$ cat src/design/snn_net_pkg.sv
package snn_net_pkg;

    localparam int NUM_PIXELS  = 81;
    localparam int NUM_OUTPUTS = 10;
    localparam int NUM_WEIGHTS = NUM_PIXELS * NUM_OUTPUTS;

    typedef logic [7:0] pixel_t;
    typedef logic [7:0] weight_t;
    typedef logic [7:0] vmem_t;
    typedef logic [7:0] count_t;
    typedef logic [9:0] timestep_t;
    typedef logic [6:0] pixel_idx_t;
    typedef logic [3:0] out_idx_t;
    typedef logic [9:0] weight_addr_t;

    localparam timestep_t DEFAULT_TIMESTEPS = 10'd100;
    localparam pixel_t    LFSR_SEED         = 8'h5A;

    typedef enum logic [2:0] {
        IDLE,
        READ_PIXEL,
        ENCODE,
        POP_SPIKE,
        READ_WEIGHT,
        INTEGRATE,
        LEAK_FIRE,
        CHECK_END
    } ctrl_state_t;

endpackage

$ cat src/design/snn_spike_queue.sv
`timescale 1ns/1ps

module snn_spike_queue (
    input  logic                    clk,
    input  logic                    rst,
    input  logic                    push_i,
    input  snn_net_pkg::pixel_idx_t din_i,
    input  logic                    pop_i,
    output logic                    valid_o,
    output snn_net_pkg::pixel_idx_t dout_o
);
    import snn_net_pkg::*;

    localparam int CNT_W = $clog2(NUM_PIXELS + 1);

    pixel_idx_t       fifo [NUM_PIXELS];
    pixel_idx_t       wr_ptr;
    pixel_idx_t       rd_ptr;
    logic [CNT_W-1:0] occupancy;

    // pointers wrap after the last pixel slot
    function automatic pixel_idx_t next_ptr(input pixel_idx_t ptr);
        return (ptr == pixel_idx_t'(NUM_PIXELS - 1)) ? '0 : ptr + 1'b1;
    endfunction

    always_ff @(posedge clk)
    begin
        if (push_i)
            fifo[wr_ptr] <= din_i;
    end

    always_ff @(posedge clk)
    begin
        if (rst)
        begin
            wr_ptr    <= '0;
            rd_ptr    <= '0;
            occupancy <= '0;
        end
        else
        begin
            if (push_i)
                wr_ptr <= next_ptr(wr_ptr);
            if (pop_i)
                rd_ptr <= next_ptr(rd_ptr);
            if (push_i && !pop_i)
                occupancy <= occupancy + 1'b1;
            else if (pop_i && !push_i)
                occupancy <= occupancy - 1'b1;
        end
    end

    assign valid_o = occupancy != '0;
    assign dout_o  = fifo[rd_ptr];

endmodule

$ cat config.mk
export PLATFORM = sky130hd
export DESIGN_NAME = snn_spike_queue
export DESIGN_NICKNAME = d
export VERILOG_FILES = /design/src/design/snn_net_pkg.sv /design/src/design/snn_spike_queue.sv
export SDC_FILE = /design/constraint.sdc
export NUM_CORES = 1
export LEC_CHECK = 0
export ABC_AREA = 0
export BUFFER_PORTS_ARGS = -buffer_cell sky130_fd_sc_hd__buf_2
export CAP_MARGIN = 20
export CORE_UTILIZATION = 50
export CTS_BUF_LIST = sky130_fd_sc_hd__clkbuf_16
export DETAILED_ROUTE_END_ITERATION = 8
export PLACE_DENSITY = 0.65
export SLEW_MARGIN = 30
export SYNTH_ARGS = -nofsm -noshare
export SYNTH_HDL_FRONTEND = slang
export SYNTH_SLANG_ARGS = --single-unit
$ cat constraint.sdc
create_clock -name clk -period 4.2 [get_ports clk]
set_input_delay 0.21 -clock clk [delete_from_list [all_inputs] [get_ports clk]]
set_output_delay 0.21 -clock clk [all_outputs]
set_load 0.03 [all_outputs]
After elaboration in Yosys (flattened, before gate mapping):

Memories as Yosys holds them, arrays and structs flattened. A register that Yosys moved wholly into a read port is not among the register bits.
Index checks and enable logic that the tools add are counted.

* add/sub/neg operators: 4
* equal/unequal tests: 2
* mux-type cells: 8
* reduce and logical (&&, ||, !) cells: 6

Operators by type and width (count)
* two-way mux 7 bit: 6
* adder 7 x 1 -> 7 bit (second input constant): 3
* equality test 7 bit (second input constant): 2
* nonzero test 7 bit: 1
* subtractor 7 x 1 -> 7 bit (second input constant): 1
* logical AND 1 bit: 2
* logical NOT 1 bit: 2
* two-way mux 1 bit: 2
* nonzero test 2 bit: 1

* register bits after elaboration: 21
* bits in writable memories: 567
* input bits: 11
* output and inout port bits: 8
* memories kept: 1

Memories
* fifo: depth 81, bits a word 7, rd ports 1, clocked after memory_dff 1, write ports 1, line snn_spike_queue.sv:16 `pixel_idx_t fifo [NUM_PIXELS];`

Logic depth before layout (Yosys ltp):

* word-level depth: 4
* mapped depth: 11
* depth with buffers taken out: 10

Worst setup path after synthesis:

OpenSTA, ideal clock, no wires.

* path type: input -> register
* start point: in pop_i
* end point: reg occupancy[6]
* setup time: 121 ps
* data arrival time: 2343 ps
* required time: 4079 ps
* slack: 1736 ps
* cell stages on the path: 11
* cells stage by stage: clkbuf_1 inv_1 ha_1 inv_1 ha_1 nor2b_1 o21ai_0 a21boi_1 o2111ai_1 or3b_1 mux2_2

* word-level cells in the longest chain between the ends: 3
* elaborated cells between the ends (all ways): 5
* classes of those cells: 1 x mux; 4 x reduce/logical

Ends and longest elaborated chain
* start: declaration: line snn_spike_queue.sv:8 `input logic pop_i,`
* logical NOT 1 bit: line snn_spike_queue.sv:46 `if (push_i && !pop_i)`
* logical AND 1 bit: line snn_spike_queue.sv:46
* two-way mux 7 bit / nonzero test 2 bit (equally long branches)
* end signal: assignment: line snn_spike_queue.sv:47 `occupancy <= occupancy + 1'b1;`
* end signal: assignment: line snn_spike_queue.sv:49 `occupancy <= occupancy - 1'b1;`
* end: declaration: line snn_spike_queue.sv:19 `logic [CNT_W-1:0] occupancy;`

Several ways; a longest one is shown, not always the timed one.
A chain may end at the register's enable or synchronous reset.

==> impl_results.md <==
- Remaining DRCs: 0
- Unrepaired setup endpoints after global routing: false
- Initial antenna violation count: 0
- Relative slew margins: a little over a third
- Outcome: finished, final reports clean
- Syn. warnings: 0
- CTS clock-pin slew for the worst setup and hold paths: 60 ps
- Power per cell area: around 470 nW/um^2
- Fin Clk Skew: roughly 16 ps
- M1 WL: roughly 22 mm
- H-tree levels: 2
- Nets: approximately 1200
- Vias in the first global route: around 11000
- GRT Overall Usage: a little over a fifth
- R2R cell count: 3
- Period minus WS final: 3680 ps
- CP Launch Type: register
- Drt wl/cell: 26.8 um
- Setup_tns: 0 ps
- Worst-Margin Slew: 958 ps
- Vias per cell: 6.11
- Largest net degree at the start of global routing: 77
- Post-synth top flop: edfxtp_1
- Post-Syn Area: approximately 23000 um^2
- Mapped Cells: about 1200
- DRT Pass-1 Iters: 5
- CP required: roughly 4000 ps
- CTS sink cnt: ~600
- Chip height: roughly 220 um
- CTS tree: yes
- Syn avg cell area: around 20 um^2
- CTS Buffer Depth: 3
- Netlist cell types: ~50
- Post-synth EDFFs: 567
- Hold EP: wr_ptr[0]
- Initial Util: about half
- CTS buffer count: 58
- Share of post-route cells with drive strength above 1: ~22%
- Slew Viols, Final: 0
- Async S/R FF share, synth: 0%
- Hold Path Class: in2reg
- Hold depth: 3
- Critical path class: reg2out
- HP Start: push_i
- Uppermost layer routed: met4
- Worst-Skew Late Latency: just over 600 ps
- Core footprint: roughly 46000 um^2
- PortBufs: 18
- Worst R2R End: fifo[45][6]
- Syn_nets: between 1000 and 1500
- DIE WIDTH: approximately 220 um
- P_leak: around 0.008 uW
- Met3 routed WL: approximately 3.7 mm
- FF+latch count, synth: 595
- Tcrit/Tclk final: 87.6%
- # fillers: approximately 3400
- Reg2reg setup slack: 1370 ps
- First-pass GRT wire length: ~75 mm
- Number of diodes: 0
- Max-cap violation count: 0
- Initial drt markers: approximately 1200
- Total power: between 10000 and 15000 uW
- WP data arrival: roughly 3500 ps
- Reg area: between 15000 and 20000 um^2
- Rows: 78
- Final wirelength: about 50 mm
- Die area: between 40000 and 50000 um^2
- Crit Path Max Fanout: 32
- Met2 WL: roughly 24 mm
- Finished Core Util: 57.0%
- Register area share after synthesis: ~75%
- Max rail drop VDD: 0.368 mV
- Area of the multi-input gates: between 5000 and 6000 um^2
- Io pins: 19
- Post-CTS Repair Setup Buffers: 0
- DRT antenna net count: 0
- Root Buffer: clkbuf_16
- # setup viols final: 0
- Final hold vios: 0
- Crit path capture type: output port
- Grt ovf: 0
- Final GP Congestion: just over 0.8
- Synthesis-to-layout area growth: 11.6%
- Via count: 11427
- R2R Path Start: wr_ptr[2]
- Fmax: 272 MHz
- HPWL Detailed: around 31 mm
## cell type report
cell class | instances | share of cell area (%)
repair buffers | 49 | 1.56
flip-flops and latches | 595 | 67.5
clock buffers | 58 | 5.57
clock inverters | 48 | 1.39
multi-input cells | 508 | 20.9
well taps | 600 | 2.88
inverters | 11 | 0.158
## worst max path at each step
stage                     startpoint      endpoint  slack (ps)  cells past startpoint
final                       register     dout_o[1]         520                      7
after global routing        register     dout_o[0]         270                      8
after global placement      register     dout_o[1]        1120                      7
after CTS                   register     dout_o[6]         430                      7
after floorplan                pop_i  occupancy[6]        1740                     11
after detailed placement    register     dout_o[1]        1080                      7
## routing by layer
layer	GRT usage, %	vias up
li1	-	4915
met1	32.5	5988
met2	33.4	451
met3	3.73	73
met4	5.94	0
met5	0	-
## per-stage QoR
stage                     worst slack (ps)  hold WS (ps)  cells  instance area, um^2
final                                  523          86.5   1869                26100
after global routing                   274          79.1   1869                26100
after CTS                              427          41.9   1869                26100
after detailed placement              1080           482   1760                24200
after global placement                1120           473   1760                24200
after floorplan                       1740           309   1172                23300
## cells in the mapped netlist (7+ instances only)
cell      number  share of area [%]
edfxtp_1     567                 73
mux4_2       142                 14
nor2_1       107                1.7
nand2_1       33               0.53
mux2i_1       31                1.3
dfxtp_1       28                2.4
clkbuf_1      20               0.32
o21ai_0       19               0.41
nor2b_1       18               0.48
buf_2         16               0.34
nand3_1       16               0.34
a21oi_1       12               0.26
buf_4         12               0.39
a221oi_1      11               0.41
inv_1         11               0.18
a211oi_1      10               0.32
ha_1          10               0.54
buf_1          9               0.14
o221ai_1       9               0.34
a31oi_1        8               0.21
nor3_1         8               0.17
xor2_1         8               0.30
nand2b_1       7               0.19
## critical path, stage by stage (launching register included)
cell and delay [ps]:
dfxtp_4 790, buf_4 340, mux4_2 530, mux2_2 270
o32ai_1 230, a211oi_1 130, a221o_1 340, buf_2 200
## kinds of logic after synthesis
family                     count (synthesis)  share of synthesized area, %
adders and majority gates                 11                         0.622
AOI/OAI and AO/OA                         94                          2.77
muxes                                    179                          15.3
DFF                                      595                          75.3
and+or+nand+nor                          211                          4.07
buffers and inverters                     69                          1.42
xor gates and xnor gates                  13                         0.488
## sequential cells by signal (all words and copies together) (netlist names), named ones only
signal and flops:
fifo 567, wr_ptr 7, rd_ptr 7, occupancy 7
## where the power goes
part | internal (uW) | leakage, uW | switching, uW
Clock | 2810 | 0.000952 | 2160
Combinational | 360 | 0.00170 | 454
Sequential | 6530 | 0.00533 | 59.0
Total | 9690 | 0.00799 | 2670
## layout by cell type, fill, tap and decap left out, types with 7 or more instances in the layout
cell type,count
nor2_1,107
dfxtp_1,23
edfxtp_1,567
a21oi_1,12
a31oi_1,8
o21ai_0,19
clkbuf_16,58
mux4_2,142
nand3_1,16
a211oi_1,10
nand2_1,33
ha_1,10
a221oi_1,11
buf_2,18
nand2b_1,7
inv_1,27
xor2_1,8
nor2b_1,18
mux2i_1,31
clkinv_1,9
buf_4,22
clkinv_2,12
o221ai_1,9
## timing repair
| action | in CTS | in global routing |
|---|---|---|
| gates resized for setup | 0 | 0 |
| hold buffers | 3 | 0 |
| endpoints found under the setup margin | 0 | 0 |
| endpoints found under the hold margin | 16 | 0 |
Power figures use the tool's default switching activity.
