--- config.mk ---
export PLATFORM = sky130hd
export DESIGN_NAME = snn_neuron_array
export DESIGN_NICKNAME = d
export VERILOG_FILES = /design/src/design/snn_net_pkg.sv /design/src/design/snn_neuron_array.sv
export SDC_FILE = /design/constraint.sdc
export NUM_CORES = 1
export LEC_CHECK = 0
export BUFFER_PORTS_ARGS = -buffer_cell sky130_fd_sc_hd__buf_4
export CELL_PAD_IN_SITES_DETAIL_PLACEMENT = 1
export CELL_PAD_IN_SITES_GLOBAL_PLACEMENT = 1
export CORE_ASPECT_RATIO = 1.2
export CORE_MARGIN = 2
export CORE_UTILIZATION = 53
export CTS_CLUSTER_SIZE = 16
export DETAILED_ROUTE_END_ITERATION = 8
export HOLD_SLACK_MARGIN = 0.06
export PLACE_DENSITY_LB_ADDON = 0.1
export SLEW_MARGIN = 20
export SYNTH_ARGS = -nofsm -noshare
export SYNTH_HDL_FRONTEND = slang
export SYNTH_SLANG_ARGS = --single-unit
--- constraint.sdc ---
create_clock -name clk -period 7.6 [get_ports clk]
set_input_delay 0.76 -clock clk [delete_from_list [all_inputs] [get_ports clk]]
set_output_delay 0.76 -clock clk [all_outputs]
set_load 0.01 [all_outputs]
--- src/design/snn_net_pkg.sv ---
package snn_net_pkg;

    localparam int NUM_PIXELS  = 81;
    localparam int NUM_OUTPUTS = 10;
    localparam int NUM_WEIGHTS = NUM_PIXELS * NUM_OUTPUTS;

    typedef logic [7:0] pixel_t;
    typedef logic [7:0] weight_t;
    typedef logic [7:0] vmem_t;
    typedef logic [7:0] count_t;
    typedef logic [9:0] timestep_t;
    typedef logic [6:0] pixel_idx_t;
    typedef logic [3:0] out_idx_t;
    typedef logic [9:0] weight_addr_t;

    localparam timestep_t DEFAULT_TIMESTEPS = 10'd100;
    localparam pixel_t    LFSR_SEED         = 8'h5A;

    typedef enum logic [2:0] {
        IDLE,
        READ_PIXEL,
        ENCODE,
        POP_SPIKE,
        READ_WEIGHT,
        INTEGRATE,
        LEAK_FIRE,
        CHECK_END
    } ctrl_state_t;

endpackage

--- src/design/snn_neuron_array.sv ---
`timescale 1ns/1ps

module snn_neuron_array (
    input  logic                  clk,
    input  logic                  rst,
    input  logic                  clear_i,
    input  logic                  integrate_i,
    input  logic                  leak_fire_i,
    input  snn_net_pkg::out_idx_t neuron_idx_i,
    input  snn_net_pkg::weight_t  weight_i,
    input  snn_net_pkg::vmem_t    beta_i,
    input  snn_net_pkg::vmem_t    vth_i,
    input  snn_net_pkg::out_idx_t count_idx_i,
    output snn_net_pkg::count_t   count_o
);
    import snn_net_pkg::*;

    vmem_t       vmem [NUM_OUTPUTS];
    count_t      spikes [NUM_OUTPUTS];
    vmem_t       v_sel;
    logic [8:0]  sum;
    logic [15:0] product;

    // arithmetic on the selected neuron only
    always_comb
    begin
        v_sel   = vmem[neuron_idx_i];
        sum     = 9'(v_sel) + 9'(weight_i);
        product = 16'(v_sel) * 16'(beta_i);
    end

    always_ff @(posedge clk)
    begin
        if (rst || clear_i)
        begin
            for (int i = 0; i < NUM_OUTPUTS; i++)
            begin
                vmem[i]   <= '0;
                spikes[i] <= '0;
            end
        end
        else if (integrate_i)
            // saturate at full scale
            vmem[neuron_idx_i] <= sum[8] ? '1 : sum[7:0];
        else if (leak_fire_i)
        begin
            if (v_sel >= vth_i)
            begin
                vmem[neuron_idx_i]   <= '0;
                spikes[neuron_idx_i] <= spikes[neuron_idx_i] + 1'b1;
            end
            else
                vmem[neuron_idx_i] <= product[15:8];
        end
    end

    assign count_o = (count_idx_i < NUM_OUTPUTS) ? spikes[count_idx_i] : '0;

endmodule

## After elaboration in Yosys (flattened, before gate mapping)

Memory sizes are Yosys's and may differ from the RTL's.
Cells that the tools add are included.
W data, S select, Z words.

| storage, ports and cells | value |
|---|---|
| memory bits (writable) | 160 |
| bits of input ports | 37 |
| memories | 2 |
| flip-flop bits (word level) | 0 |
| logic and storage cells | 37 |
| output and inout bits | 8 |

Memory list:

| name | words | width | rd ports | clocked after memory_dff | write ports | line | RTL |
|---|---|---|---|---|---|---|---|
| spikes | 10 | 8 | 2 | 0 | 10 | snn_neuron_array.sv:19 | `count_t spikes [NUM_OUTPUTS];` |
| vmem | 10 | 8 | 1 | 0 | 10 | snn_neuron_array.sv:18 | `vmem_t vmem [NUM_OUTPUTS];` |

| cells by class | value |
|---|---|
| add/sub/neg operators | 2 |
| bitwise logic cells | 2 |
| muxes and demuxes | 25 |
| magnitude comparators | 2 |
| reductions and logical operators | 3 |
| multiply operators | 1 |

Operator list:

| cell | count |
|---|---|
| $mux W8 | 6 |
| $mux W1 | 17 |
| $mul A8 B8 Y16 | 1 |
| $reduce_or A8 Y1 | 2 |
| $add A8 B8 Y9 | 1 |
| $add A8 B1 Y8 const B | 1 |
| $ge A8 B8 Y1 | 1 |
| $mux W4 | 2 |
| $lt A4 B4 Y1 const B | 1 |
| $or A1 B1 Y1 | 2 |
| $logic_or A1 B1 Y1 | 1 |

## Longest topological paths before layout

An unclocked memory read counts as a cell.

| logic depth | value |
|---|---|
| depth after elaboration | 11 |
| depth in mapped cells | 26 |

## Least setup slack after synthesis

OpenSTA, ideal clock, no wires.

| timing path | value |
|---|---|
| path type | input -> register |
| start | in neuron_idx_i[0] |
| end | mem vmem[10][4] (netlist name), data pin |
| stages | 23 |
| arrival time | 6752 ps |
| path slack | 557 ps |
| buffers on the path | 5 |
| cell sequence | buf_6 buf_12 buf_6 buf_6 buf_2 mux4_2 mux4_2 and2_1 fa_1 fa_1 fa_1 inv_1 fa_1 inv_1 ha_1 inv_1 o21bai_1 a221o_1 a221o_1 nor2_1 xnor2_1 o221ai_2 inv_1 |

RTL lines:

| what | line | RTL |
|---|---|---|
| from (decl) | snn_neuron_array.sv:9 | `input snn_net_pkg::out_idx_t neuron_idx_i,` |
| to (decl) | snn_neuron_array.sv:18 |  |

==> out/qor.yml <==
status: "completed"
rows: 65
fin_ws_ns: 0.751
finalNonFillerCells: 1430
start_kind: "input port"
worst_setup_path_end_kind: "flip-flop"
routed_wl_um: 40500
fin_util: 0.600
irDropWorstVdd_v: 0.000185
power_frac_seq: 0.448
power_frac_comb: 0.198
dr_wl_met2_um: 21500
numPlacedInstances: 1384
hold_buffers: 0
die_width_um: 154
cts_made_buffers: 26
syn_to_final_growth_pct: 10.7
yosysTopAreaCellShare: 0.536
wl_met1_um: 15100
path_cells: "buf_4 -> mux4_1 -> mux4_2 -> and2_1 -> fa_1 -> fa_1 -> fa_1 -> inv_1 -> fa_1 -> inv_1 -> ha_1 -> inv_1 -> o21bai_1 -> a221o_1 -> a221o_1 -> o21ai_1 -> a21oi_1 -> o21ai_4 -> nand2_1"
port_buffers: 44
root_buffer: "clkbuf_16"
fp.coreArea_um2: 26400
grt_pass1_vias: 10000
htree_num_levels: 1
die_area_um2: 28400
antenna_found_initial: 0
worstPathRequired_ns: 7.80
cp.arrival_ns: 7.05
clockBufferDepth: 3
pre_cts_ws_ns: 0.228
drv_slew: 0
dr.pass1.iters: 5
path_clk_slew_ns: 0.06
hold_path.class: "in2reg"
slowest_stage: "mux4_1"
vias: 9237
synth_edf_count: 256
antenna_left: 0
cts_resized: 0
max_freq_mhz: 146
chipHeight_um: 184
hold_violations: 0
top_layer: "met4"
grt_pass1_wl_um: 60800
worst_slew_pin_slew_ns: 1.17
crit_buf_inv: 4
gp_congestion: 0.824
ys.flop_type: "edfxtp_1"
ys_top_cells_by_area: "edfxtp_1 (54%), mux4_2 (10%), fa_1 (5.0%), ha_1 (4.4%), mux4_1 (3.8%)"
synthesis.nets: 1147
total_leakage_power_nw: 6.17
fin_crit_sh: 0.901
initial_core_util: 0.542
ys_warn_count: 0
tns_ns: 0
relSlewSlack: 0.218
p_switching_uw: 995
cts_setup_buffers: 0
rsz0062_at_grt: "false"
clock_latency_ns: 0.54
maxCapViolCount: 0
final_layout_size_suffix_gt1_frac: 0.192
finalSetupViolCount: 0
critical_path.max_stage_delay_ns: 0.64
period_needed_ns: 6.85
skew_ns: 0.0137
synth_cells: 1024
worstReg2RegEnd: "vmem[9][6]$_DFFE_PP_"
clkSinkCount: 256
critical_path_class: "in2reg"
drc: 0
reg2reg_slack_ns: 1.19
avgRoutedWirePerCell_um: 28.3
async_flop_share: 0
endpoint: "vmem[9][6]$_DFFE_PP_"
critPathMaxFanout: 32
switching_share: 0.276
cp-startpoint: "neuron_idx_i[0]"
cellPowerDensity_nw_per_um2: 227
internal_power_mw: 2.61
crit_cells: 19
place_hpwl_um: 28900
syn_area_um2: 14300
ys_ff_latch: 256
dr_wl_met3_um: 2030
r2r_cells: 18
via_per_inst: 6.46
finalNetCount: 1200
r2r-start: "vmem[15][6]$_DFFE_PP_"
power.share.clock: 0.355
drt_iter0_markers: 609
synth_area_per_cell_um2: 14.0
yosysSeqAreaShare: 0.536
grt_max_degree: 45
ios: 45
crit_top_cell: "fa_1"
antenna_cells: 0
cts_tree: "built"
stdcell_area_um2: 15900
yosysTopAreaCell: "edfxtp_1"
synth.distinct_cells: 69
dpl_cell_area_um2: 15000
grt_overflow: 0
crit_family: "adder cells"
track_usage: 0.293
-- per-stage QoR --
stage	hold WS, ns	power (mW)
floorplan	1.05	2.13
global placement	1.22	2.33
detailed placement	1.27	2.35
CTS	0.824	3.62
global route	0.858	3.73
finish	0.850	3.60
-- placed cells by master, fill, tap and decap left out, types with 3 or more instances in the layout --
| master | synthesis | layout |
|---|---|---|
| o21ai_0 | 15 | 15 |
| nor3_1 | 22 | 19 |
| mux4_2 | 66 | 66 |
| nand4_1 | 6 | 6 |
| inv_1 | 69 | 69 |
| nand2b_1 | 6 | 6 |
| bufinv_16 | 0 | 3 |
| mux2i_1 | 17 | 17 |
| a21o_1 | 6 | 6 |
| nor2_2 | 8 | 11 |
| xnor2_1 | 6 | 6 |
| ha_1 | 50 | 50 |
| nand3_1 | 20 | 20 |
| nor2b_1 | 10 | 10 |
| or4_1 | 3 | 3 |
| mux4_1 | 21 | 21 |
| nor3_2 | 0 | 3 |
| clkbuf_1 | 21 | 5 |
| clkinv_2 | 0 | 4 |
| nand3_2 | 4 | 4 |
| buf_4 | 1 | 64 |
| clkbuf_16 | 0 | 26 |
| mux2_2 | 8 | 8 |
| o211ai_1 | 4 | 4 |
| clkinv_1 | 1 | 5 |
| nand2_1 | 70 | 70 |
| a22oi_1 | 11 | 11 |
| and3_1 | 5 | 5 |
| o21ai_1 | 3 | 3 |
| xor2_1 | 5 | 5 |
| and2_1 | 51 | 51 |
| nor2_1 | 142 | 139 |
| fa_1 | 36 | 36 |
| edfxtp_1 | 256 | 256 |
| o21a_1 | 4 | 4 |
| a21oi_1 | 19 | 19 |
-- synth_stat cells (3+ instances only) --
cell type	n
and2_1	51
nand2b_1	6
o211ai_1	4
mux4_1	21
buf_2	5
xor2_1	5
nand4_1	6
nor2_2	8
nand3_2	4
o21ai_0	15
a21o_1	6
xnor2_1	6
or4_1	3
mux4_2	66
buf_12	4
nor3_1	22
ha_1	50
fa_1	36
and3_1	5
a21oi_1	19
inv_1	69
nor2_1	142
nand2_1	70
buf_1	5
mux2i_1	17
edfxtp_1	256
o21ai_1	3
a22oi_1	11
clkbuf_1	21
mux2_2	8
nand3_1	20
o21a_1	4
buf_6	3
nor2b_1	10
-- area by class of cell --
type	count	area, um^2
clock buffers	31	669
flip-flops and latches	256	7690
inverters	70	263
fillers	2492	10600
clock inverters	15	165
repair buffers	64	480
multi-input cells	659	6170
well taps	335	419
-- worst min-delay path by stage --
stage / start / endpoint / slack (ns) / depth (start not counted)
3_5_place_dp: spikes[10][0]$_DFFE_PP_ / spikes[11][0]$_DFFE_PP_ / 1.27 / 3
6_report: neuron_idx_i[2] / spikes[0][0]$_SDFFCE_PN0P_ / 0.85 / 2
3_3_place_gp: spikes[11][0]$_DFFE_PP_ / spikes[10][0]$_DFFE_PP_ / 1.22 / 3
2_1_floorplan: spikes[15][0]$_DFFE_PP_ / spikes[10][0]$_DFFE_PP_ / 1.05 / 3
5_1_grt: neuron_idx_i[2] / spikes[0][0]$_SDFFCE_PN0P_ / 0.86 / 2
4_1_cts: neuron_idx_i[2] / spikes[0][0]$_SDFFCE_PN0P_ / 0.82 / 2
-- layer usage --
metal	up-vias	track usage
li1	3951	-
met1	4826	0.349
met2	354	0.536
met3	106	0.0317
met4	0	0.133
met5	-	0
-- power by group through the flow --
stage | sequential, mW | clock [mW] | combinational (mW)
6_report | 1.61 | 1.28 | 0.712
5_1_grt | 1.62 | 1.33 | 0.786
4_1_cts | 1.61 | 1.29 | 0.716
3_5_place_dp | 1.64 | 0 | 0.706
3_3_place_gp | 1.64 | 0 | 0.690
2_1_floorplan | 1.63 | 0 | 0.496
-- registers in the layout, indices dropped and copies added, names as in the netlist --
| name | count |
|---|---|
| vmem | 128 |
| spikes | 128 |
-- kinds of logic (layout without fill, tap and decap cells) --
kind of cell	count (synthesis)	count (layout)	synth area share
simple gates	360	360	0.121
mux	112	112	0.160
compound gates	89	89	0.0455
flops	256	256	0.536
buf+inv	109	180	0.0354
xor+xnor	12	12	0.00786
fa+ha+maj	86	86	0.0939
(Power assumes the default switching activity.)
