**src/design/snn_net_pkg.sv**
```systemverilog
package snn_net_pkg;

    localparam int NUM_PIXELS  = 81;
    localparam int NUM_OUTPUTS = 10;
    localparam int NUM_WEIGHTS = NUM_PIXELS * NUM_OUTPUTS;

    typedef logic [7:0] pixel_t;
    typedef logic [7:0] weight_t;
    typedef logic [7:0] vmem_t;
    typedef logic [7:0] count_t;
    typedef logic [9:0] timestep_t;
    typedef logic [6:0] pixel_idx_t;
    typedef logic [3:0] out_idx_t;
    typedef logic [9:0] weight_addr_t;

    localparam timestep_t DEFAULT_TIMESTEPS = 10'd100;
    localparam pixel_t    LFSR_SEED         = 8'h5A;

    typedef enum logic [2:0] {
        IDLE,
        READ_PIXEL,
        ENCODE,
        POP_SPIKE,
        READ_WEIGHT,
        INTEGRATE,
        LEAK_FIRE,
        CHECK_END
    } ctrl_state_t;

endpackage

```
**src/design/snn_frame_mem.sv**
```systemverilog
`timescale 1ns/1ps

module snn_frame_mem #(
    parameter int DEPTH = snn_net_pkg::NUM_PIXELS
) (
    input  logic                     clk,
    input  logic                     we_i,
    input  logic [$clog2(DEPTH)-1:0] waddr_i,
    input  snn_net_pkg::pixel_t      wdata_i,
    input  logic [$clog2(DEPTH)-1:0] raddr_i,
    output snn_net_pkg::pixel_t      rdata_o
);
    import snn_net_pkg::*;

    pixel_t mem [DEPTH];

    // write port and registered read port
    always_ff @(posedge clk)
    begin
        if (we_i)
            mem[waddr_i] <= wdata_i;
        rdata_o <= mem[raddr_i];
    end

endmodule

```
**config.mk**
```make
export PLATFORM = sky130hd
export DESIGN_NAME = snn_frame_mem
export DESIGN_NICKNAME = d
export VERILOG_FILES = /design/src/design/snn_net_pkg.sv /design/src/design/snn_frame_mem.sv
export SDC_FILE = /design/constraint.sdc
export NUM_CORES = 1
export LEC_CHECK = 0
export ABC_CLOCK_PERIOD_IN_PS = 2000
export BUFFER_PORTS_ARGS = -buffer_cell sky130_fd_sc_hd__buf_2
export CORE_MARGIN = 3
export CORE_UTILIZATION = 45
export DETAILED_ROUTE_END_ITERATION = 8
export PLACE_DENSITY_LB_ADDON = 0.15
export SYNTH_ARGS = -nofsm -noshare
export SYNTH_HDL_FRONTEND = slang
export SYNTH_SLANG_ARGS = --single-unit
```
**constraint.sdc**
```tcl
create_clock -name clk -period 2 [get_ports clk]
set_clock_uncertainty 0.05 [all_clocks]
set_input_delay 0.3 -clock clk [delete_from_list [all_inputs] [get_ports clk]]
set_output_delay 0.3 -clock clk [all_outputs]
set_load 0.02 [all_outputs]
```
# Word-level counts from Yosys, hierarchy flattened
# Memory sizes are Yosys's and may differ from the RTL's. A register that Yosys moved wholly into a read port is not among the register bits.
# Cells that the tools add are included.
# classes
muxes	2
# op_table
cell	n
$mux W1	2
# word_totals
mem_count	1
ram_bits	648
wordCells	3
input_bits	24
register_bits	0
out_inout_bits	8
# mem_list
name	depth	word_bits	rd	rd_clocked_by_memory_dff	write_ports	line	rtl
mem	81	8	1	1	1	snn_frame_mem.sv:15	pixel_t mem [DEPTH];

# Longest topological paths before layout
# Gate-level depths: netlist of the first run.
# depth
ltp_word	2
ltp_mapped	9
ltp_nobuf	5

# Worst setup path after synthesis of the first run
# Ideal clock, no wire load.
# synth_timing
path_type	in2reg
start	input port we_i
end	memory mem[24][0] in the netlist's numbering, enable pin
path_buffers	1
t_arrival_ns	1.670
setup_slack_ns	-0.115
path_stages	3
setup_time_ns	0.395
required_time_ns	1.555
cell_sequence	clkbuf_1 > nand4_1 > nor4_1
# synth_between
elab_chain_cells	2
# synth_lines
item	line	rtl
start: declaration	snn_frame_mem.sv:7	input logic we_i,
$mux W1	snn_frame_mem.sv:20	if (we_i)
$mux W1 (not written as such)	snn_frame_mem.sv:21	mem[waddr_i] <= wdata_i;
end: declaration	snn_frame_mem.sv:15	
# Every way passes these cells.

==> flow_summary.yaml, run 1 <==
status:
  outcome: "finished clean"
pwr:
  pwr-share-clk_pct: 42.1
  ir_worst_vdd_mv: 0.712
  p_sw_uw: 6120
  total_power_uw: 29100
  p_leak_uw: 0.00993
  p_int_uw: 23000
  p_sw_share_pct: 21.0
  powerDensity_nw_per_um2: 959
  p_comb_share_pct: 5.7
  p_seq_share_pct: 52.2
setup_path:
  cp-start-kind: "input port"
  crit_chain: "buf_8 -> buf_6 -> buf_12 -> buf_4 -> mux4_2 -> mux2i_1 -> mux2i_1 -> o211ai_1 -> nand2_1"
  crit_required_ns: 2.42
  slowest_stage: "mux4_2"
  cp.arrival_ns: 2.41
  cpMostUsedCell: "mux2i_1"
  r2r_slack_ns: 0.04
  rr_startpoint: "mem[56][3]$_DFFE_PP_"
  cp_max_fo: 11
  critPathMaxStageDelay_ns: 0.49
  endpoint_kind: "flop"
  startpoint: "raddr_i[0]"
  path_class: "input port to flop"
placed_design:
  gp_congestion: 0.883
  io_buffers: 31
  dp.cells: 2113
  dpl.hpwl_microns: 38300
  dp_slack_ns: -0.642
die:
  fp.dieH_microns: 244
  start_util_pct: 45.8
  pin_count: 32
  die_area_sq_um: 59500
  core-area_sq_um: 55500
  fp-row-count: 86
  dieWidth_microns: 244
yosys:
  syn_area_sq_um: 25500
  syn_nets: 1221
  ys_ff_latch: 656
  synth_adder_area_share_pct: 0
  synthTopCellsByArea: "edfxtp_1 (76%), mux4_2 (14%), mux2i_1 (2.4%)"
  synth_cell_types: 37
  yosys.area_share.simple_pct: 3.25
  synth_top_family_by_area: "multiplexers"
  synth_top_area_share_pct: 76.4
  synth.top_cells.by_count: "edfxtp_1 (648), mux4_2 (154), nor2_1 (83), mux2i_1 (61), nand2_1 (46)"
  synth_cells: 1197
  synth_xor_area_share_pct: 0
  postSynthAreaPerCell_sq_um: 21.3
  yosys.area.top_type: "edfxtp_1"
  synth_seq_area_share_pct: 77.1
  synth_warnings: 0
  ys_async_sr_fraction_pct: 0
  synth_most_common_cell: "edfxtp_1"
  synth_edf_count: 648
  muxShareOfSynthArea_pct: 16.6
  synth-compound-area-share_pct: 1.72
  ys.flop_type: "edfxtp_1"
layout:
  fill_cells: 4338
  diodes: 0
  nNetsFinal: 1460
  drive_gt1_share_pct: 34.6
  area_growth_pct: 19.4
  fin_cells: 2239
detailed_routing:
  vias: 12635
  drt-vias-per-instance: 5.64
  dr.pass1.iters: 8
  wl_microns: 59400
  drc: 0
  routedWlPerCell_microns: 26.5
  antenna_left: 0
  first_iter_violations: 1087
cts:
  clock_sinks: 656
  clkTransAtPathRegs_ns: 0.07
  clock_tree.root_cell: "clkbuf_16"
  cts_hold_buffers: 0
  cts_made_buffers: 69
  clock_latency_ns: 0.60
  cts_buffer_depth: 3
  cts_htree_levels: 3
  cts_tree: "done"
grt:
  grt-ovfl-total: 0
  grt_pass1_vias: 12913
  grt_pass1_wl_microns: 88100
  grt_start_max_net_pins: 82
  antenna_found_initial: 3
  grtUsageTotal_pct: 20.4
hold_path:
  hold_path_class: "input port to flop"
  worstHoldStart: "wdata_i[2]"
sta:
  maxSlewViolCount: 0
  hold_viol: 0
  setup_viol: 0
  finalCritPeriodShare_pct: 99.3
  max_slew_margin_pct: 44.4
  setup_tns_ns: 0
  fin_ws_ns: 0.0144
  max_freq_ghz: 0.504
  tightest_slew_ns: 0.833
  period_minus_slack_ns: 1.99
job:
  drv_cap: 0
==> flip-flops by register name (all words and copies together), names as in the netlist <==
name and flops:
mem 648, rdata_o 8
==> final timing paths <==
path	endpoint	cells after the start
max	rdata_o[3]$_DFF_P_	9
min	mem[35][2]$_DFFE_PP_	1
max reg2reg	rdata_o[3]$_DFF_P_	5
min reg2reg	rdata_o[4]$_DFF_P_	5
==> power by group through the flow <==
stage	registers [uW]	clock network, uW	logic, uW
floorplan	15500	0	762
global placement	15500	0	1620
detailed placement	15500	0	1630
CTS	15200	12500	1640
global route	15200	13000	1770
finish	15200	12300	1660
==> cell families (layout without fill, tap and decap cells) <==
kind of cell	after synthesis	in the layout
buf+inv	63	357
simple gates	187	187
mux	229	229
flops	656	656
compound gates	62	62
==> metrics by stage <==
stage               util (%)  hold WS, ns  area, sq um
global placement        50.6        0.668        28100
finish                  54.7       0.0944        30400
floorplan                  -        0.349        25500
global route            54.7       0.0839        30400
detailed placement      50.6        0.695        28100
CTS                     54.4       0.0710        30200
==> routing by layer <==
layer	GRT usage, %	vias to the layer above	share of wire [%]
met4	5.85	6	2.4
met2	32.1	391	48
met5	0	-	0.071
met1	29.1	6677	44
met3	4.45	96	6.2
li1	-	5465	-
==> placed cells by master, fill, tap and decap left out, types with 13 or more instances in the layout <==
cell,instances
mux2_2,14
clkbuf_16,70
edfxtp_1,648
clkbuf_1,22
nand2_1,46
o211ai_1,14
mux4_2,154
a21oi_1,15
buf_12,26
buf_4,170
mux2i_1,52
nor2_1,83
nand3_1,13
buf_2,29
==> critical path, delay by kind of cell <==
kind / cells / cell delay, ns
AO/OA/AOI/OAI: 1 / 0.40
AND/OR/NAND/NOR: 1 / 0.11
multiplexers: 3 / 0.91
buffers and inverters: 4 / 0.68
==> timing repair <==
action	in CTS	in global routing
setup endpoints to repair	2	7
gates resized for setup	3	26
pin swaps	0	7
setup buffers	0	0
==> final cells by class <==
cell class | count | area [sq um] | share of cell area, %
repair buffers | 229 | 1990 | 6.56
flip-flops and latches | 656 | 19600 | 64.6
clock inverters | 34 | 310 | 1.02
inverters | 2 | 7.51 | 0.0247
multi-input cells | 478 | 5680 | 18.7
well taps | 748 | 936 | 3.08
clock buffers | 92 | 1830 | 6.04
Power figures use the tool's default switching activity.
==> inputs of run 2 (changes only) <==
ABC_AREA = 1   (was default)
CTS_CLUSTER_DIAMETER = 60   (was default)
==> run 2 against run 1 <==
Non-clock buffer count shrank 18. Combinational power grew 18%. Clock power is essentially flat. Critical path type is now flop to flop.
==> flow_summary.yaml, run 2 <==
status:
  outcome: "finished clean"
setup_path:
  crit_chain: "nand2_1 -> nand3_1 -> nand3_1 -> nand2_1 -> nand2_1 -> nand3_1 -> nand3_1 -> nand2_1 -> nand2_1 -> nand2_1"
  reg2regPathDepth: 10
  crit_cells: 10
  rr_startpoint: "mem[11][3]$_DFFE_PP_"
  cpMostUsedCell: "nand2_1"
  slowest_stage: "edfxtp_1"
  path_class: "flop to flop"
  reg2reg_to: "rdata_o[3]$_DFF_P_"
  r2r_slack_ns: 0.33
  critPathMaxStageDelay_ns: 0.35
  cp_max_fo: 1
  crit_family: "simple AND/OR/NAND/NOR gates"
  cp-start-kind: "flop"
  startpoint: "mem[11][3]$_DFFE_PP_"
  endpoint_kind: "flop"
  crit_required_ns: 2.43
  cp-endpoint: "rdata_o[3]$_DFF_P_"
  crit_buf_inv: 0
  cp.arrival_ns: 2.09
die:
  fp-row-count: 88
  die_area_sq_um: 62600
  fp.dieH_microns: 250
  dieWidth_microns: 250
  start_util_pct: 46.0
  core-area_sq_um: 58400
  pin_count: 32
layout:
  largest_register_ffs: 648
  reg.largest.list: "mem: 648 flops, rdata_o: 8 flops"
  area_growth_pct: 15.8
  final_common_cell: "nand2_1"
  final_cell_mix: "nand2_1 (723), edfxtp_1 (648), nand3_1 (471)"
  regMostFlops: "mem"
  nNetsFinal: 2431
  drive_gt1_share_pct: 12.6
cts:
  clock_latency_ns: 0.60
  cts_tree: "done"
  post_cts.repair.setup_buffers: 0
  clkTransAtPathRegs_ns: 0.06
  cts_buffer_depth: 3
  cts_htree_levels: 3
  clock_tree.root_cell: "clkbuf_16"
  clock_sinks: 656
  cts_made_buffers: 71
sta:
  rsz0062_at_grt: "no"
  max_slew_margin_pct: 60.6
  maxSlewViolCount: 0
  max_freq_ghz: 0.599
  setup_viol: 0
  finalCritPeriodShare_pct: 83.4
  hold_viol: 0
  fin_ws_ns: 0.332
  period_minus_slack_ns: 1.67
  tightest_slew_ns: 0.585
grt:
  grt-ovfl-total: 0
  grt_pass1_wl_microns: 110000
  grt_pass1_vias: 17448
  antenna_found_initial: 1
  grtUsageTotal_pct: 23.1
  grt_start_max_net_pins: 82
placed_design:
  dp_slack_ns: -0.113
  gp_congestion: 0.886
  io_buffers: 31
  dpl.hpwl_microns: 44700
yosys:
  ys_ff_latch: 656
  synth.top_cells.by_count: "nand2_1 (723), edfxtp_1 (648), nand3_1 (471), nor2_1 (147), buf_2 (58)"
  synth_most_common_cell: "nand2_1"
  yosys.area.top_type: "edfxtp_1"
  ys_async_sr_fraction_pct: 0
  postSynthAreaPerCell_sq_um: 11.9
  synth_cells: 2261
  synth_cell_types: 24
  synth_seq_area_share_pct: 73.1
  syn_area_sq_um: 26800
  syn_nets: 2285
  synthTopCellsByArea: "edfxtp_1 (73%), nand2_1 (10%), nand3_1 (8.8%)"
  synth_edf_count: 648
  synth_warnings: 0
  synth_top_area_share_pct: 72.5
  ys.flop_type: "edfxtp_1"
detailed_routing:
  dr.pass1.iters: 5
  drc: 0
  vias: 17680
  antenna_left: 0
  wl_microns: 72300
  drt-vias-per-instance: 5.47
  first_iter_violations: 1679
  routedWlPerCell_microns: 22.4
pwr:
  ir_worst_vdd_mv: 0.700
  p_leak_uw: 0.0113
  total_power_uw: 29500
  powerDensity_nw_per_um2: 949
hold_path:
  hold_path_class: "input port to flop"
job:
  drv_cap: 0
[run 2: cell families after synthesis]
kind of cell	synth area share, %
flip-flops	73.1
buffers and inverters	3.70
AO/OA/AOI/OAI	1.87
AND/OR/NAND/NOR	21.3
[run 2: stage by stage]
| step | setup TNS (ns) | std cells | area [sq um] | util [%] | hold slack, ns |
|---|---|---|---|---|---|
| detailed placement | -0.332 | 3098 | 28900 | 49.5 | 0.508 |
| global placement | -0.345 | 3098 | 28900 | 49.5 | 0.497 |
| CTS | 0 | 3229 | 31100 | 53.2 | 0.0522 |
| global route | 0 | 3229 | 31100 | 53.2 | 0.0620 |
| floorplan | 0 | 2261 | 26800 | - | 0.349 |
| finish | 0 | 3230 | 31100 | 53.2 | 0.0863 |
[run 2: final cells by class]
type                       instances  area, sq um
antenna                            1         2.50
clock buffer                      92         1940
clock inverter                    38          224
fill                            5053        27300
inverter                          25          104
multi-input combinational       1442         6220
sequential                       656        19600
tap                              765          957
timing repair buffer             211         2000
[run 2: where the power goes]
part | switching, uW | leakage (uW) | internal (uW)
logic | 1380 | 0.00432 | 583
registers | 36.6 | 0.00589 | 15200
clock network | 5220 | 0.00106 | 7090
total | 6640 | 0.0113 | 22800
[run 2: worst min-delay path by stage]
stage / depth (start not counted) / to / slack, ns / startpoint
2_1_floorplan: 0 / mem[0][0]$_DFFE_PP_ / 0.35 / wdata_i[0]
3_3_place_gp: 3 / rdata_o[5]$_DFF_P_ / 0.50 / mem[80][5]$_DFFE_PP_
3_5_place_dp: 3 / rdata_o[5]$_DFF_P_ / 0.51 / mem[80][5]$_DFFE_PP_
4_1_cts: 1 / mem[12][2]$_DFFE_PP_ / 0.05 / wdata_i[2]
5_1_grt: 1 / mem[2][2]$_DFFE_PP_ / 0.06 / wdata_i[2]
6_report: 1 / mem[12][2]$_DFFE_PP_ / 0.09 / wdata_i[2]
[run 2: metal layers]
| metal | GRT usage, % | routed length, microns | vias to the layer above |
|---|---|---|---|
| met3 | 3.73 | 4750 | 136 |
| met4 | 7.65 | 2050 | 0 |
| met2 | 36.4 | 33700 | 624 |
| li1 | - | - | 8265 |
| met1 | 33.0 | 31800 | 8655 |
| met5 | 0 | 0 | - |
[run 2: repair_timing]
action                    CTS  global route
hold endpoints to repair    1             0
hold buffers                1             0
resized for setup           0             0
