File: config.mk
export PLATFORM = sky130hd
export DESIGN_NAME = snn_controller
export DESIGN_NICKNAME = d
export VERILOG_FILES = /design/src/design/snn_net_pkg.sv /design/src/design/snn_controller.sv
export SDC_FILE = /design/constraint.sdc
export NUM_CORES = 1
export LEC_CHECK = 0
export BUFFER_PORTS_ARGS = -buffer_cell sky130_fd_sc_hd__buf_2
export CAP_MARGIN = 20
export CORE_UTILIZATION = 50
export CTS_CLUSTER_DIAMETER = 60
export DETAILED_ROUTE_END_ITERATION = 10
export PLACE_DENSITY_LB_ADDON = 0.3
export SLEW_MARGIN = 0
export SYNTH_ARGS = -nofsm -noshare
export SYNTH_HDL_FRONTEND = slang
export SYNTH_SLANG_ARGS = --single-unit
File: constraint.sdc
create_clock -name clk -period 3 [get_ports clk]
set_clock_uncertainty 0.05 [all_clocks]
set_input_delay 0 -clock clk [delete_from_list [all_inputs] [get_ports clk]]
set_output_delay 0 -clock clk [all_outputs]
set_load 0.05 [all_outputs]
File: src/design/snn_net_pkg.sv
package snn_net_pkg;

    localparam int NUM_PIXELS  = 81;
    localparam int NUM_OUTPUTS = 10;
    localparam int NUM_WEIGHTS = NUM_PIXELS * NUM_OUTPUTS;

    typedef logic [7:0] pixel_t;
    typedef logic [7:0] weight_t;
    typedef logic [7:0] vmem_t;
    typedef logic [7:0] count_t;
    typedef logic [9:0] timestep_t;
    typedef logic [6:0] pixel_idx_t;
    typedef logic [3:0] out_idx_t;
    typedef logic [9:0] weight_addr_t;

    localparam timestep_t DEFAULT_TIMESTEPS = 10'd100;
    localparam pixel_t    LFSR_SEED         = 8'h5A;

    typedef enum logic [2:0] {
        IDLE,
        READ_PIXEL,
        ENCODE,
        POP_SPIKE,
        READ_WEIGHT,
        INTEGRATE,
        LEAK_FIRE,
        CHECK_END
    } ctrl_state_t;

endpackage

File: src/design/snn_controller.sv
`timescale 1ns/1ps

module snn_controller (
    input  logic                      clk,
    input  logic                      rst,
    input  logic                      infer_en_i,
    input  snn_net_pkg::timestep_t    timesteps_i,
    output snn_net_pkg::pixel_idx_t   image_raddr_o,
    input  snn_net_pkg::pixel_t       image_rdata_i,
    output snn_net_pkg::weight_addr_t weight_raddr_o,
    input  snn_net_pkg::weight_t      weight_rdata_i,
    output logic                      q_push_o,
    output snn_net_pkg::pixel_idx_t   q_din_o,
    output logic                      q_pop_o,
    input  logic                      q_valid_i,
    input  snn_net_pkg::pixel_idx_t   q_dout_i,
    output logic                      clear_o,
    output logic                      integrate_o,
    output logic                      leak_fire_o,
    output snn_net_pkg::out_idx_t     neuron_idx_o,
    output logic                      done_o
);
    import snn_net_pkg::*;

    ctrl_state_t state;
    pixel_idx_t  pix_idx;
    pixel_idx_t  spike_idx;
    out_idx_t    out_idx;
    timestep_t   step;
    pixel_t      lfsr;
    logic        last_pixel;
    logic        last_output;
    logic        last_step;

    assign last_pixel  = pix_idx == pixel_idx_t'(NUM_PIXELS - 1);
    assign last_output = out_idx == out_idx_t'(NUM_OUTPUTS - 1);
    assign last_step   = timestep_t'(step + 1'b1) == timesteps_i;

    always_ff @(posedge clk)
    begin
        if (rst)
        begin
            state   <= IDLE;
            lfsr    <= LFSR_SEED;
            pix_idx <= '0;
            out_idx <= '0;
            step    <= '0;
        end
        else
        begin
            case (state)
                IDLE:
                    if (infer_en_i)
                    begin
                        lfsr    <= LFSR_SEED;
                        pix_idx <= '0;
                        out_idx <= '0;
                        step    <= '0;
                        state   <= READ_PIXEL;
                    end
                READ_PIXEL:
                    state <= ENCODE;
                ENCODE:
                begin
                    // taps 8,6,5,4
                    lfsr <= {lfsr[6:0], lfsr[7] ^ lfsr[5] ^ lfsr[4] ^ lfsr[3]};
                    pix_idx <= last_pixel ? '0 : pix_idx + 1'b1;
                    state   <= last_pixel ? POP_SPIKE : READ_PIXEL;
                end
                POP_SPIKE:
                    if (q_valid_i)
                    begin
                        spike_idx <= q_dout_i;
                        state     <= READ_WEIGHT;
                    end
                    else
                        state <= LEAK_FIRE;
                READ_WEIGHT:
                    state <= INTEGRATE;
                INTEGRATE:
                begin
                    out_idx <= last_output ? '0 : out_idx + 1'b1;
                    state   <= last_output ? POP_SPIKE : READ_WEIGHT;
                end
                LEAK_FIRE:
                begin
                    out_idx <= last_output ? '0 : out_idx + 1'b1;
                    state   <= last_output ? CHECK_END : LEAK_FIRE;
                end
                CHECK_END:
                begin
                    step  <= step + 1'b1;
                    state <= last_step ? IDLE : READ_PIXEL;
                end
                default:
                    state <= IDLE;
            endcase
        end
    end

    assign image_raddr_o  = pix_idx;
    // row of ten weights per input pixel
    assign weight_raddr_o = weight_addr_t'(spike_idx) * weight_addr_t'(NUM_OUTPUTS)
                          + weight_addr_t'(out_idx);

    assign q_push_o = (state == ENCODE) && (lfsr < image_rdata_i);
    assign q_din_o  = pix_idx;
    assign q_pop_o  = (state == POP_SPIKE) && q_valid_i;

    assign clear_o      = (state == IDLE) && infer_en_i;
    // a zero weight leaves the potential as it is
    assign integrate_o  = (state == INTEGRATE) && (weight_rdata_i != '0);
    assign leak_fire_o  = state == LEAK_FIRE;
    assign neuron_idx_o = out_idx;
    assign done_o       = (state == CHECK_END) && last_step;

endmodule

Yosys cells after proc, flatten, opt, wreduce, memory -nomap -nowiden
Index checks and enable logic that the tools add are counted.
Widths: inputs -> output; s select.
{ "classes": {"reduce_logical": 15, "muxes": 17, "bitwise": 4, "add_sub_neg": 4, "n_eq_ne": 11, "order_cmp": 1, "multipliers": 1} }
{ "ops": {"columns": ["operator", "n"], "rows": [
  ["$pmux 3 s8", 1],
  ["$pmux 10 s2", 1],
  ["$pmux 8 s2", 1],
  ["$mux 7", 2],
  ["$pmux 7 s2", 1],
  ["$eq 3x3->1 const B", 4],
  ["$add 10x1->10 const B", 1],
  ["$add 10x4->10", 1],
  ["$eq 10x10->1", 1],
  ["$mux 10", 1],
  ["$mul 7x3->9 const B", 1],
  ["$lt 8x8->1", 1],
  ["$mux 4", 2],
  ["$mux 8", 1],
  ["$pmux 4 s2", 1],
  ["$reduce_bool 8->1", 1],
  ["$add 7x1->7 const B", 1],
  ["$eq 7x7->1 const B", 1],
  ["$eq 3x2->1 const B", 2],
  ["$mux 3", 2],
  ["$reduce_and 2->1", 3],
  ["$reduce_bool 2->1", 3],
  ["$logic_and 1x1->1", 5],
  ["$add 4x1->4 const B", 1],
  ["10 further kinds", 14]
]} }
{ "word_totals": {"reg_bits": 39, "out_inout_bits": 34, "wordCells": 59, "input_bits": 37} }

Logic depth before layout (Yosys ltp)
{ "depth": {"word_depth": 4, "depth_mapped": 9} }

Worst setup path before layout
No wires, ideal clock.
{ "synth_path": {"path_kind": "reg-to-output", "start": "reg state[0]", "end": "out integrate_o", "t_arrival_ps": 3020, "path_slack_ps": -70, "path_buffers": 1, "path_stages_with_launch": 4, "t_required_ps": 2950, "cell_sequence": "dfxtp_1 buf_2 inv_1 a2111oi_0"} }
{ "synth_between": {"elab_chain_len": 2} }
{ "synth_lines": {"columns": ["item", "line_no", "text"], "rows": [
  ["from (decl)", "snn_controller.sv:25", "ctrl_state_t state;"],
  ["from (signal assigned)", "snn_controller.sv:68", "state <= last_pixel ? POP_SPIKE : READ_PIXEL;"],
  ["from (signal assigned)", "snn_controller.sv:83", "state <= last_output ? POP_SPIKE : READ_WEIGHT;"],
  ["from (signal assigned)", "snn_controller.sv:88", "state <= last_output ? CHECK_END : LEAK_FIRE;"],
  ["$eq 3x3->1", "snn_controller.sv:112", "assign integrate_o = (state == INTEGRATE) && (weight_rdata_i != '0);"],
  ["$logic_and 1x1->1", "snn_controller.sv:112", null],
  ["to (decl)", "snn_controller.sv:18", "output logic integrate_o,"]
]} }
No other way between the ends.

Worst setup path in the final report
{ "layout_path": {"start": "reg spike_idx[1]", "end": "out weight_raddr_o[9]"} }
{ "layout_between": {"elab_chain_len": 2} }
{ "layout_lines": {"columns": ["item", "line_no", "text"], "rows": [
  ["from (decl)", "snn_controller.sv:27", "pixel_idx_t spike_idx;"],
  ["from (signal assigned)", "snn_controller.sv:73", "spike_idx <= q_dout_i;"],
  ["$mul 7x3->9", "snn_controller.sv:103", "assign weight_raddr_o = weight_addr_t'(spike_idx) * weight_addr_t'(NUM_OUTPUTS)"],
  ["$add 10x4->10", "snn_controller.sv:104", "+ weight_addr_t'(out_idx);"],
  ["to (decl)", "snn_controller.sv:10", "output snn_net_pkg::weight_addr_t weight_raddr_o,"]
]} }
No other way between the ends.

==> metrics.md <==
| Metric | Value |
|---|---|
| Int Pwr | 0.000769 W |
| Die area | 5780 µm² |
| IO Port Bufs | 70 |
| RSZ-0062 raised after global routing | no |
| Die Ht | 76.0 µm |
| Routed length per instance | 12.8 µm |
| Ys async rst share | 0% |
| GR Util met3 | 3.83% |
| Synth-to-Final Area Change | 18.7% |
| Max_cap viols | 0 |
| CP most frequent cell | ha_1 |
| Syn avg cell area | 8.58 µm² |
| Initial Util | 52.6% |
| Critical path destination | weight_raddr_o[9] |
| Share of cells above drive strength 1 | 22.9% |
| Met2 usage | 36.8% |
| Slowest cell on the critical path | fa_2 |
| Critical path, cell by cell | ha_1 > ha_1 > inv_1 > fa_2 > or3_4 > nor3b_2 > xor3_1 > buf_4 |
| Row count | 26 |
| Crit path time final | 2.91 ns |
| GRT met1 Usage | 27.1% |
| Post-Synthesis Cells | 319 |
| Die Width | 76.0 µm |
| Crit path capture type | primary output |
| Nets | 449 |
| Flop-to-flop setup slack | 0.80 ns |
| GRT Max-Usage Layer | met2 |
| Max clock buf depth | 2 |
| Worst skew pair latency | 0.30 ns |
| Clock root buffer | clkbuf_8 |
| Max IR drop VDD | 0.187 mV |
| Ports | 71 |
| Largest net degree at the start of global routing | 34 |
| Clock power frac | 32.7% |
| Yosys warns | 0 |
| HPWL Detailed | 4340 µm |
| Reg-to-reg endpoint | state[0] |
| CP required | 2.95 ns |
| Initial antenna violation count | 0 |
| Total gr overflow | 0 |
| # clock sinks | 39 |
| Seq/Total Area, Yosys | 31.1% |
| Clock slew at reported path FFs | 0.08 ns |
| DRC violations left | 0 |
| Vias | 2482 |
| Pwr/cell area | 323 nW/µm² |
| Final hold slack | 0.0112 ns |
| Worst Max-Slew Pin Slew | 0.609 ns |
| Worst reg2reg path depth | 6 |
| Critical path's largest stage delay | 0.46 ns |
| Worst-path fanout max | 3 |
| Worst hold path class | in -> reg |
| Core area | 5200 µm² |
| DR pass1 iterations | 5 |
| Max frequency | 344 MHz |
| Startpoint Class | flip-flop |
| Final setup violation count | 0 |
| Mapped Area | 2740 µm² |
| Crit path kind | reg -> out |
| Psw | 0.000282 W |
| H-tree Lvls | 2 |
| Worst r2r src | step[0] |
| Synth cell types | 52 |
| Hold depth | 4 |
| Primary FF master, synth | dfxtp_1 |
| Relative slew slack | 59.3% |
| DRT iter0 DRCs | 125 |
| Fin. Hold Viols | 0 |
| First-pass GRT wire length | 10100 µm |
| Fin crit share | 97.0% |
| Number of enable flip-flop cells after synthesis | 7 |
| Vias in the first global route | 2309 |
| Gpl congestion | 0.829 |
| Final Max Slew Viols | 0 |
| Pleak | 1.41 nW |
| Routed wire length | 5880 µm |
| Register share of total power | 52.5% |
| Post-route ant nets | 0 |
| Yosys reg bits | 39 |
| Ant diodes | 0 |
| Setup tns final | 0 ns |
| Syn nets | 381 |
| Gate power share | 14.7% |
| Critical Path Source | spike_idx[1] |
| Outcome | completed |
| CTS tree | built |
| Vias/cell | 5.42 |
| Worst Path Arrival | 2.86 ns |
| All-Layer GR Usage | 21.2% |
| Sw frac | 26.8% |
| TritonCTS Buffers | 5 |
synthesized netlist by cell type (2+ instances only):
library cell | instances | area (µm²)
dfxtp_1 | 32 | 641
nor2_1 | 31 | 116
a21oi_1 | 24 | 120
ha_1 | 23 | 288
inv_1 | 21 | 78.8
nand2_1 | 20 | 75.1
xnor2_1 | 20 | 175
o21ai_0 | 15 | 75.1
xor2_1 | 9 | 78.8
a22oi_1 | 8 | 60.1
buf_4 | 8 | 60.1
edfxtp_1 | 7 | 210
nand2b_1 | 7 | 43.8
nand3_1 | 7 | 35.0
and3_1 | 6 | 37.5
clkbuf_1 | 5 | 18.8
nand3b_1 | 5 | 37.5
nor2b_1 | 5 | 31.3
nor3_1 | 5 | 25.0
nor4_1 | 5 | 31.3
a21o_1 | 4 | 30.0
buf_2 | 4 | 20.0
nor3b_1 | 4 | 30.0
o22ai_1 | 4 | 25.0
a311oi_1 | 3 | 26.3
o211ai_1 | 3 | 22.5
or3_1 | 3 | 18.8
a2111oi_0 | 2 | 17.5
a31oi_1 | 2 | 12.5
a41oi_1 | 2 | 17.5
buf_6 | 2 | 22.5
fa_1 | 2 | 40.0
or4b_1 | 2 | 20.0
how the worst min path moves through the flow:
| stage | start | endpoint | slack [ns] |
|---|---|---|---|
| 6_report | q_valid_i | state[1] | 0.01 |
| 4_1_cts | q_valid_i | state[1] | 0.005 |
| 3_5_place_dp | q_dout_i[6] | spike_idx[6] | 0.13 |
| 5_1_grt | q_valid_i | state[1] | 0.03 |
| 3_3_place_gp | q_dout_i[5] | spike_idx[5] | 0.13 |
| 2_1_floorplan | q_dout_i[0] | spike_idx[0] | 0.05 |
state kept, by name, summed over array words and instances (netlist names):
name	flops
lfsr	8
neuron_idx_o	4
step	10
spike_idx	7
image_raddr_o	7
state	3
cell usage in the layout (no fill, tap or decap), types with 6 or more instances in the layout:
cell,instances
nand2b_1,7
ha_1,23
o21ai_0,15
nand2_1,20
nor2_1,31
dlygate4sd3_1,7
dfxtp_1,32
edfxtp_1,7
inv_1,21
a22oi_1,8
nand3_1,7
buf_2,69
and3_1,6
xnor2_1,20
xor2_1,9
a21oi_1,24
repair_timing:
item	CTS	global route
hold endpoints to repair	7	0
resized for setup	0	5
hold buffers	7	0
setup buffers	0	1
endpoints found under the setup margin	0	1
layer usage:
metal	wire length (µm)	vias to the layer above
met2	2840	62
met4	58	0
met3	308	7
li1	-	1262
met1	2670	1151
met5	0	-
worst max-delay path: cells and delay by family, from the launching register on:
| kind | cells | cell delay (ns) |
|---|---|---|
| adders and majority gates | 3 | 0.99 |
| buffers and inverters | 2 | 0.27 |
| DFF | 1 | 0.42 |
| xor gates and xnor gates | 1 | 0.25 |
| and+or+nand+nor | 2 | 0.64 |
power groups by stage:
stage | combinational (W) | clock, W | sequential [W]
2_1_floorplan | 0.000102 | 0 | 0.000560
3_3_place_gp | 0.000145 | 0 | 0.000564
3_5_place_dp | 0.000147 | 0 | 0.000564
4_1_cts | 0.000155 | 0.000353 | 0.000552
5_1_grt | 0.000173 | 0.000370 | 0.000554
6_report | 0.000155 | 0.000344 | 0.000552
through the flow:
step,cell area [µm²],setup slack [ns],util [%],instances,power (W)
after floorplan,2750,0.0882,-,319,0.000663
after global placement,3080,0.356,59.1,442,0.000709
after detailed placement,3080,0.328,59.1,442,0.000712
after CTS,3230,0.00785,62.0,457,0.00106
after global routing,3250,0.000943,62.5,458,0.00110
final,3250,0.0897,62.5,458,0.00105
area by class of cell:
type	count	area, µm²
Clock inverter	1	5.00
Multi-Input combinational cell	239	1700
Tap cell	70	87.6
Sequential cell	39	851
Inverter	22	82.6
Timing Repair Buffer	80	445
Fill cell	475	1950
Clock buffer	7	76.3
logic make-up (layout without fill, tap and decap cells):
kind of cell	count (synthesis)	in the layout	synth area share (%)
xor+xnor	30	30	10.1
buf+inv	41	110	7.45
fa+ha+maj	25	25	12.0
simple gates	107	107	21.2
compound gates	76	76	17.8
flops	39	39	31.1
mux	1	1	0.366
(Power assumes the default switching activity.)
